**config.mk**
```make
export PLATFORM = sky130hd
export DESIGN_NAME = branchPredictor
export DESIGN_NICKNAME = d
export VERILOG_FILES = /design/src/verilog/bpPkg.sv /design/src/verilog/branchPredictor.sv /design/src/verilog/fetchAddressUnit.sv /design/src/verilog/branchUnit.sv /design/src/verilog/branchTargetBuffer.sv
export VERILOG_INCLUDE_DIRS = /design/src /design/src/verilog
export SDC_FILE = /design/constraint.sdc
export NUM_CORES = 1
export LEC_CHECK = 0
export ABC_AREA = 1
export BUFFER_PORTS_ARGS = -buffer_cell sky130_fd_sc_hd__buf_2
export CAP_MARGIN = 0
export CORE_MARGIN = 4
export CORE_UTILIZATION = 45
export DETAILED_ROUTE_END_ITERATION = 7
export MAX_ROUTING_LAYER = met4
export RECOVER_POWER = 25
export SKIP_LAST_GASP = 1
export SLEW_MARGIN = 20
export SYNTH_ARGS = -nofsm -noshare
export SYNTH_HDL_FRONTEND = slang
export SYNTH_HIERARCHICAL = 1
export SYNTH_SLANG_ARGS = --single-unit
```
**constraint.sdc**
```tcl
create_clock -name clk -period 5.2 [get_ports clk]
set_clock_uncertainty 0.15 [all_clocks]
set_input_delay 1.04 -clock clk [delete_from_list [all_inputs] [get_ports clk]]
set_output_delay 1.04 -clock clk [all_outputs]
set_load 0.005 [all_outputs]
```
**src/verilog/bp_defines.svh**
```systemverilog
`ifndef BP_DEFINES_SVH
`define BP_DEFINES_SVH

// Front end sizing macros

// Instruction address width in bits
`define BP_ADDR_W 16

// Branch target buffer index bits
// 4 bits gives 16 direct-mapped entries
`define BP_INDEX_W 4

// Fetch address of the interrupt handler
`define BP_IRQ_VECTOR 16'h0100

`endif
```
**src/verilog/bpPkg.sv**
```systemverilog
`default_nettype none

`include "bp_defines.svh"

package bpPkg;

    //////////////////////////////////////////////////////////////////////
    // Shared front end types
    //////////////////////////////////////////////////////////////////////

    // One instruction address
    typedef logic [`BP_ADDR_W-1:0] addr_t;

    // 2-bit saturating prediction state
    // Bit 1 set means predict taken
    typedef enum logic [1:0] {
        strongNotTaken = 2'b00,
        weakNotTaken   = 2'b01,
        weakTaken      = 2'b10,
        strongTaken    = 2'b11
    } predState_t;

    // Source of the corrected fetch address
    // 2'b11 is not produced by the branch unit
    typedef enum logic [1:0] {
        npcTarget     = 2'b00,
        npcSequential = 2'b01,
        npcReturn     = 2'b10
    } npcSel_t;

endpackage

`default_nettype wire

```
**src/verilog/branchPredictor.sv**
```systemverilog
`timescale 1ns/1ps
`default_nettype none

module branchPredictor
(
    input wire clk,
    input wire reset,

    // Interrupt request level
    input wire irq,

    // Instruction resolving in execute
    input wire exBranch,
    input wire exJump,
    input wire exTaken,
    input wire bpPkg::addr_t exPc,
    input wire bpPkg::addr_t exTarget,

    // Prediction carried down with it
    input wire exPredHit,
    input wire bpPkg::predState_t exPredState,
    input wire bpPkg::addr_t exPredTarget,

    // Fetch side
    output wire bpPkg::addr_t fetchPc,
    output wire predHit,
    output wire bpPkg::predState_t predState,
    output wire bpPkg::addr_t predTarget,

    // Flush of fetch and decode
    output wire flushPipe
);

    //////////////////////////////////////////////////////////////////////
    // Internal nets
    //////////////////////////////////////////////////////////////////////

    // Branch unit to buffer
    wire writeEnable;
    wire bpPkg::predState_t writeState;
    // Branch unit to fetch
    wire bpPkg::npcSel_t npcSel;

    //////////////////////////////////////////////////////////////////////
    // Blocks
    //////////////////////////////////////////////////////////////////////

    // Lookup on fetchPc, update at exPc
    branchTargetBuffer branchTargetBuffer_i
    (
        .clk(clk),
        .reset(reset),
        .lookupPc(fetchPc),
        .hit(predHit),
        .target(predTarget),
        .state(predState),
        .writeEnable(writeEnable),
        .writePc(exPc),
        .writeTarget(exTarget),
        .writeState(writeState)
    );

    // Compares outcome with the carried prediction
    branchUnit branchUnit_i
    (
        .irq(irq),
        .branch(exBranch),
        .jump(exJump),
        .taken(exTaken),
        .predHit(exPredHit),
        .predState(exPredState),
        .predTarget(exPredTarget),
        .target(exTarget),
        .writeEnable(writeEnable),
        .writeState(writeState),
        .flushPipe(flushPipe),
        .npcSel(npcSel)
    );

    // Follows the current lookup unless corrected
    fetchAddressUnit fetchAddressUnit_i
    (
        .clk(clk),
        .reset(reset),
        .irq(irq),
        .flushPipe(flushPipe),
        .npcSel(npcSel),
        .exPc(exPc),
        .exTarget(exTarget),
        .predHit(predHit),
        .predState(predState),
        .predTarget(predTarget),
        .fetchPc(fetchPc)
    );

endmodule

`default_nettype wire

```
**src/verilog/fetchAddressUnit.sv**
```systemverilog
`timescale 1ns/1ps
`default_nettype none

`include "bp_defines.svh"

module fetchAddressUnit
(
    input wire clk,
    input wire reset,
    input wire irq,

    // Correction from the branch unit
    input wire flushPipe,
    input wire bpPkg::npcSel_t npcSel,
    input wire bpPkg::addr_t exPc,
    input wire bpPkg::addr_t exTarget,

    // Lookup result for the current fetch PC
    input wire predHit,
    input wire bpPkg::predState_t predState,
    input wire bpPkg::addr_t predTarget,

    output bpPkg::addr_t fetchPc
);

    // Interrupt handler entry
    localparam bpPkg::addr_t irqVector = `BP_IRQ_VECTOR;

    // Saved fetch address for return from interrupt
    bpPkg::addr_t returnPc;
    // Next address when no interrupt is taken
    bpPkg::addr_t normalNextPc;
    bpPkg::addr_t seqPc;
    logic predTaken;

    //////////////////////////////////////////////////////////////////////
    // Next address choice
    //////////////////////////////////////////////////////////////////////

    assign seqPc = fetchPc + 1'b1;

    // Bit 1 of the state is the taken prediction
    assign predTaken = predHit && predState[1];

    always_comb
    begin
        if (flushPipe)
        begin
            // Execute overrides whatever fetch predicted
            case (npcSel)
                bpPkg::npcTarget: normalNextPc = exTarget;
                bpPkg::npcSequential: normalNextPc = exPc + 1'b1;
                bpPkg::npcReturn: normalNextPc = returnPc;
                default: normalNextPc = seqPc;
            endcase
        end
        else if (predTaken)
        begin
            normalNextPc = predTarget;
        end
        else
        begin
            normalNextPc = seqPc;
        end
    end

    //////////////////////////////////////////////////////////////////////
    // Fetch PC and return register
    //////////////////////////////////////////////////////////////////////

    always_ff @(posedge clk)
    begin
        if (reset)
        begin
            fetchPc <= '0;
            returnPc <= '0;
        end
        else if (irq)
        begin
            // Go to the handler, remember where fetch was heading
            fetchPc <= irqVector;
            returnPc <= normalNextPc;
        end
        else
        begin
            fetchPc <= normalNextPc;
        end
    end

endmodule

`default_nettype wire

```
**src/verilog/branchUnit.sv**
```systemverilog
`timescale 1ns/1ps
`default_nettype none

module branchUnit
(
    // Interrupt request level
    input wire irq,

    // Resolved instruction in execute
    input wire branch,
    input wire jump,
    input wire taken,

    // Prediction issued with that instruction
    input wire predHit,
    input wire bpPkg::predState_t predState,
    input wire bpPkg::addr_t predTarget,
    input wire bpPkg::addr_t target,

    // Buffer update
    output logic writeEnable,
    output bpPkg::predState_t writeState,

    // Fetch correction
    output logic flushPipe,
    output bpPkg::npcSel_t npcSel
);

    // Predicted target agrees with resolved target
    logic targetMatch;
    // Flush asked for by the decoded row alone
    logic rowFlush;

    assign targetMatch = (predTarget == target);

    //////////////////////////////////////////////////////////////////////
    // Resolution table
    //////////////////////////////////////////////////////////////////////

    always_comb
    begin
        // Idle row values
        writeEnable = 1'b0;
        writeState = bpPkg::strongNotTaken;
        rowFlush = 1'b0;
        npcSel = bpPkg::npcTarget;

        case ({branch, jump})
            2'b00:
            begin
                // No control transfer in execute
            end

            2'b11:
            begin
                // Return from interrupt, buffer untouched
                rowFlush = 1'b1;
                npcSel = bpPkg::npcReturn;
            end

            2'b01:
            begin
                // Jumps always train to weak taken
                writeEnable = 1'b1;
                writeState = bpPkg::weakTaken;
                // Only a hit with the right target avoids a flush
                rowFlush = !(predHit && targetMatch);
                npcSel = bpPkg::npcTarget;
            end

            2'b10:
            begin
                writeEnable = 1'b1;
                if (!predHit)
                begin
                    // Miss, fetch went sequential
                    if (taken)
                    begin
                        writeState = bpPkg::weakTaken;
                        rowFlush = 1'b1;
                        npcSel = bpPkg::npcTarget;
                    end
                    else
                    begin
                        writeState = bpPkg::strongNotTaken;
                        npcSel = bpPkg::npcSequential;
                    end
                end
                else if (!taken)
                begin
                    // Hit, resolved not taken
                    npcSel = bpPkg::npcSequential;
                    case (predState)
                        bpPkg::strongNotTaken:
                        begin
                            writeState = bpPkg::strongNotTaken;
                        end
                        bpPkg::weakNotTaken:
                        begin
                            writeState = bpPkg::strongNotTaken;
                        end
                        bpPkg::weakTaken:
                        begin
                            // Jumps up to strong taken, as in the table
                            writeState = bpPkg::strongTaken;
                            rowFlush = 1'b1;
                        end
                        bpPkg::strongTaken:
                        begin
                            writeState = bpPkg::strongNotTaken;
                            rowFlush = 1'b1;
                        end
                    endcase
                end
                else
                begin
                    // Hit, resolved taken
                    npcSel = bpPkg::npcTarget;
                    case (predState)
                        bpPkg::strongNotTaken:
                        begin
                            writeState = bpPkg::weakNotTaken;
                            rowFlush = 1'b1;
                        end
                        bpPkg::weakNotTaken:
                        begin
                            writeState = bpPkg::weakTaken;
                            rowFlush = 1'b1;
                        end
                        bpPkg::weakTaken:
                        begin
                            writeState = bpPkg::weakTaken;
                        end
                        bpPkg::strongTaken:
                        begin
                            // Falls back to weak taken
                            writeState = bpPkg::weakTaken;
                        end
                    endcase
                end
            end
        endcase
    end

    // Interrupt flushes fetch and decode on top of any row
    assign flushPipe = rowFlush || irq;

endmodule

`default_nettype wire

```
**src/verilog/branchTargetBuffer.sv**
```systemverilog
`timescale 1ns/1ps
`default_nettype none

`include "bp_defines.svh"

module branchTargetBuffer
(
    input wire clk,
    input wire reset,

    // Lookup side, driven from the fetch PC
    input wire bpPkg::addr_t lookupPc,
    output logic hit,
    output bpPkg::addr_t target,
    output bpPkg::predState_t state,

    // Update side, driven at branch resolution
    input wire writeEnable,
    input wire bpPkg::addr_t writePc,
    input wire bpPkg::addr_t writeTarget,
    input wire bpPkg::predState_t writeState
);

    //////////////////////////////////////////////////////////////////////
    // Table geometry
    //////////////////////////////////////////////////////////////////////

    localparam int numEntries = 2 ** `BP_INDEX_W;
    // Tag is everything above the index
    localparam int tagWidth = `BP_ADDR_W - `BP_INDEX_W;

    //////////////////////////////////////////////////////////////////////
    // Storage
    //////////////////////////////////////////////////////////////////////

    // Valid bits are the only control state
    logic [numEntries-1:0] validBits;

    // Entry payload
    logic [tagWidth-1:0] tagMem [numEntries];
    bpPkg::addr_t targetMem [numEntries];
    bpPkg::predState_t stateMem [numEntries];

    // Address split for both ports
    logic [`BP_INDEX_W-1:0] lookupIdx;
    logic [tagWidth-1:0] lookupTag;
    logic [`BP_INDEX_W-1:0] writeIdx;
    logic [tagWidth-1:0] writeTag;
    logic tagMatch;

    assign lookupIdx = lookupPc[`BP_INDEX_W-1:0];
    assign lookupTag = lookupPc[`BP_ADDR_W-1:`BP_INDEX_W];
    assign writeIdx = writePc[`BP_INDEX_W-1:0];
    assign writeTag = writePc[`BP_ADDR_W-1:`BP_INDEX_W];

    //////////////////////////////////////////////////////////////////////
    // Combinational lookup
    //////////////////////////////////////////////////////////////////////

    // Tag compare on the selected entry
    assign tagMatch = (tagMem[lookupIdx] == lookupTag);

    // Hit needs a valid entry and a matching tag
    assign hit = validBits[lookupIdx] && tagMatch;

    // Miss reads back as a not-taken entry with target 0
    assign target = hit ? targetMem[lookupIdx] : '0;
    assign state = hit ? stateMem[lookupIdx] : bpPkg::strongNotTaken;

    //////////////////////////////////////////////////////////////////////
    // Registered update
    //////////////////////////////////////////////////////////////////////

    // Valid bits, cleared on reset
    always_ff @(posedge clk)
    begin
        if (reset)
        begin
            validBits <= '0;
        end
        else if (writeEnable)
        begin
            validBits[writeIdx] <= 1'b1;
        end
    end

    // Whole entry written at once
    // Visible to lookup from the next cycle on
    always_ff @(posedge clk)
    begin
        if (writeEnable)
        begin
            tagMem[writeIdx] <= writeTag;
            targetMem[writeIdx] <= writeTarget;
            stateMem[writeIdx] <= writeState;
        end
    end

endmodule

`default_nettype wire

```
==> results.md <==
- Post-CTS Setup Repair Bufs: 0
- # H-tree levels: 2
- Slew margin rel.: 26.9%
- Total track usage: 24.2%
- Routability cong.: 0.907
- Placed cells: 2904
- Async SR Flop Fraction: 0%
- Post-route worst setup slack: 0.195 ns
- DR DRC count: 0
- # clock sinks: 528
- Critical Path End: predTarget[1]
- Setup-failing EPs final: 0
- Arrival time worst endpoint: 3.81 ns
- Logic pwr share: 8.2%
- CTS tree: built
- Post-placement worst setup slack: 0.897 ns
- HPWL Detailed: 40.1 mm
- CTS max path bufs: 3
- Crit path capture type: output pin
- Cell-internal power: 7.20 mW
- Yosys top cell area share: 62.0%
- VDD IR-drop max: 0.261 mV
- Initial antenna violation count: 3
- Most common cell in the synthesized netlist: nand2_1
- CP startpoint kind: register
- Slew Limit Fails: 0
- Post-synth EDFFs: 480
- Hold_ws: 0.304 ns
- Via count: 16700
- Top cells by area, synth: edfxtp_1 62%, nand2_1 9.8%, dfxtp_1 4.1%
- Pre-antenna DRT Iters: 6
- First-pass GRT wire length: 101 mm
- Fin. Hold Viols: 0
- Syn nets: 2258
- Clock power share: 40.9%
- Crit path max fanout: 105
- Congestion Overflow GR: 0
- Fmax: 0.200 GHz
- Net Switching: 2.21 mW
- Clock slew at reported path FFs: 0.06 ns
- Core area: 0.0512 mm^2
- Final instance area: 0.0262 mm^2
- CTS hold repair buffers: 0
- Pwr dens: 359 mW/mm^2
- Post-CTS sizing: 0
- Insertion delay to the later sink of the worst-skew pair: 0.61 ns
- Post-DR vias/cell: 5.57
- Vias in the first global route: 16200
- Final core utilization: 51.3%
- RSZ-0062 raised after global routing: false
- Num CTS Buffers: 54
- Initial Utilization: 45.4%
- Post-synthesis sequential area ratio: 66.1%
- Avg Cell Area, Syn: 10.6 um^2
- MaxCap Viol Count: 0
- Synth cell count leaders: 609 x nand2_1, 480 x edfxtp_1, 190 x nand3_1
- Post-Syn Area: 0.0233 mm^2
- Leading area contributor after synthesis: edfxtp_1
- Status: completed
- Crit path from: fetchAddressUnit_i/fetchPc[0]$_SDFF_PP0_
- Largest net degree at the start of global routing: 145
- Period utilization: 96.2%
- DR WL/cell: 22.1 um
- DRT Wirelength: 66.4 mm
- P&R area growth vs syn: 12.9%
- Placed cell areas: 0.0245 mm^2
- Netlist cell types: 49
- Final min period: 5.00 ns
- Slew @ Worst Pin: 1.09 ns
- Row Count: 83
- Worst hold path type: register to register
- Final TNS setup: 0 ns
- Reg2reg setup slack: 1.09 ns
- Pleak: 9.94 nW
- R2r startpoint: fetchAddressUnit_i/fetchPc[0]$_SDFF_PP0_
- Cell count after synthesis: 2195
- Starting DRT DRC Count: 1647
- Layout Cells excl Fill: 3007
- Top FF cell, synth: edfxtp_1
- Sequential Power Share: 50.9%
- Die height: 235 um
- Die Span X: 235 um
- Sw Ratio: 23.5%
- Routed Antenna Nets: 0
- R2R depth: 20
- Layout cell share with drive strength beyond 1: 11.7%
- Flops & latches, synth: 528
- Total power: 9.41 mW
- Overall die area: 0.0554 mm^2
- PortBufs: 92
- I/O pin count: 93
- Critical Path RT: 4.01 ns
- Root Buffer: clkbuf_16
- Layout net count: 2343
- Crit Path Class: register to output pin
- Synth warn: 6
- R2r endpoint: fetchAddressUnit_i/fetchPc[8]$_SDFF_PP0_
layout make-up:
type / instances / area (um^2)
diodes: 4 / 10.0
clock buffers: 72 / 1440
clock inverters: 27 / 280
fillers: 4564 / 25000
inverters: 180 / 683
multi-input cells: 1372 / 6710
flip-flops and latches: 528 / 15400
well taps: 680 / 851
repair buffers: 144 / 887
cells by family (layout without fill, tap and decap cells):
group / count (synthesis) / after routing / share of synthesized area, %
compound gates: 326 / 326 / 8.97
xor+xnor: 10 / 10 / 0.377
fa+ha+maj: 6 / 6 / 0.323
buf+inv: 295 / 423 / 5.55
flops: 528 / 528 / 66.1
other cells: 0 / 4 / 0
simple gates: 1030 / 1030 / 18.7
worst min path at each step:
stage,startpoint,endpoint,cells past startpoint
CTS,fetchAddressUnit_i/returnPc[7]$_SDFFE_PP0P_,fetchAddressUnit_i/returnPc[7]$_SDFFE_PP0P_,2
finish,fetchAddressUnit_i/returnPc[7]$_SDFFE_PP0P_,fetchAddressUnit_i/returnPc[7]$_SDFFE_PP0P_,2
detailed placement,fetchAddressUnit_i/returnPc[8]$_SDFFE_PP0P_,fetchAddressUnit_i/returnPc[8]$_SDFFE_PP0P_,2
global route,fetchAddressUnit_i/returnPc[9]$_SDFFE_PP0P_,fetchAddressUnit_i/returnPc[9]$_SDFFE_PP0P_,2
global placement,fetchAddressUnit_i/returnPc[8]$_SDFFE_PP0P_,fetchAddressUnit_i/returnPc[8]$_SDFFE_PP0P_,2
floorplan,fetchAddressUnit_i/returnPc[12]$_SDFFE_PP0P_,fetchAddressUnit_i/returnPc[12]$_SDFFE_PP0P_,2
sequential cells by signal, indices dropped and copies added, names as in the netlist:
signal,count
fetchAddressUnit_i/returnPc,16
branchTargetBuffer_i/stateMem,32
branchTargetBuffer_i/validBits,16
branchTargetBuffer_i/tagMem,192
fetchAddressUnit_i/fetchPc,16
branchTargetBuffer_i/targetMem,256
power groups by stage:
stage                     Sequential (mW)  Clock (mW)  Combinational, mW
after floorplan                      4.86           0              0.480
after global placement               4.88           0              0.761
after detailed placement             4.88           0              0.771
after CTS                            4.79        3.89              0.773
after global routing                 4.80        4.07              0.855
final                                4.79        3.85              0.771
worst max-delay path, stage by stage, from the launching register on:
cell      delay (ns)
dfxtp_4         0.62
buf_12          0.45
buf_4           0.61
a21oi_1         0.14
a221oi_1        0.39
nor2_1          0.09
nor2_1          0.10
a31oi_1         0.08
nor2_1          0.41
buf_2           0.20
routing by layer:
| layer | up-vias | GRT usage (%) | routed length [um] |
|---|---|---|---|
| met5 | - | - | 0 |
| met1 | 8140 | 33.2 | 28200 |
| met2 | 674 | 37.9 | 31300 |
| met4 | 0 | 7.53 | 2140 |
| li1 | 7793 | - | - |
| met3 | 132 | 3.28 | 4830 |
cells in the final DEF (no fill, tap or decap), types with 9 or more instances in the layout:
cell type,count
nand2_1,609
edfxtp_1,480
nand3_1,190
inv_1,168
nor2_1,158
a21oi_1,152
buf_2,74
a221oi_1,62
clkbuf_16,55
buf_4,46
dfxtp_1,45
o21ai_0,38
clkbuf_1,36
nor2_4,31
o211ai_1,22
o31ai_1,16
clkinv_1,13
nand4_1,10
inv_2,9
nor2_2,9
nand2_2,9
No activity file was read; power rests on OpenSTA's default activity.
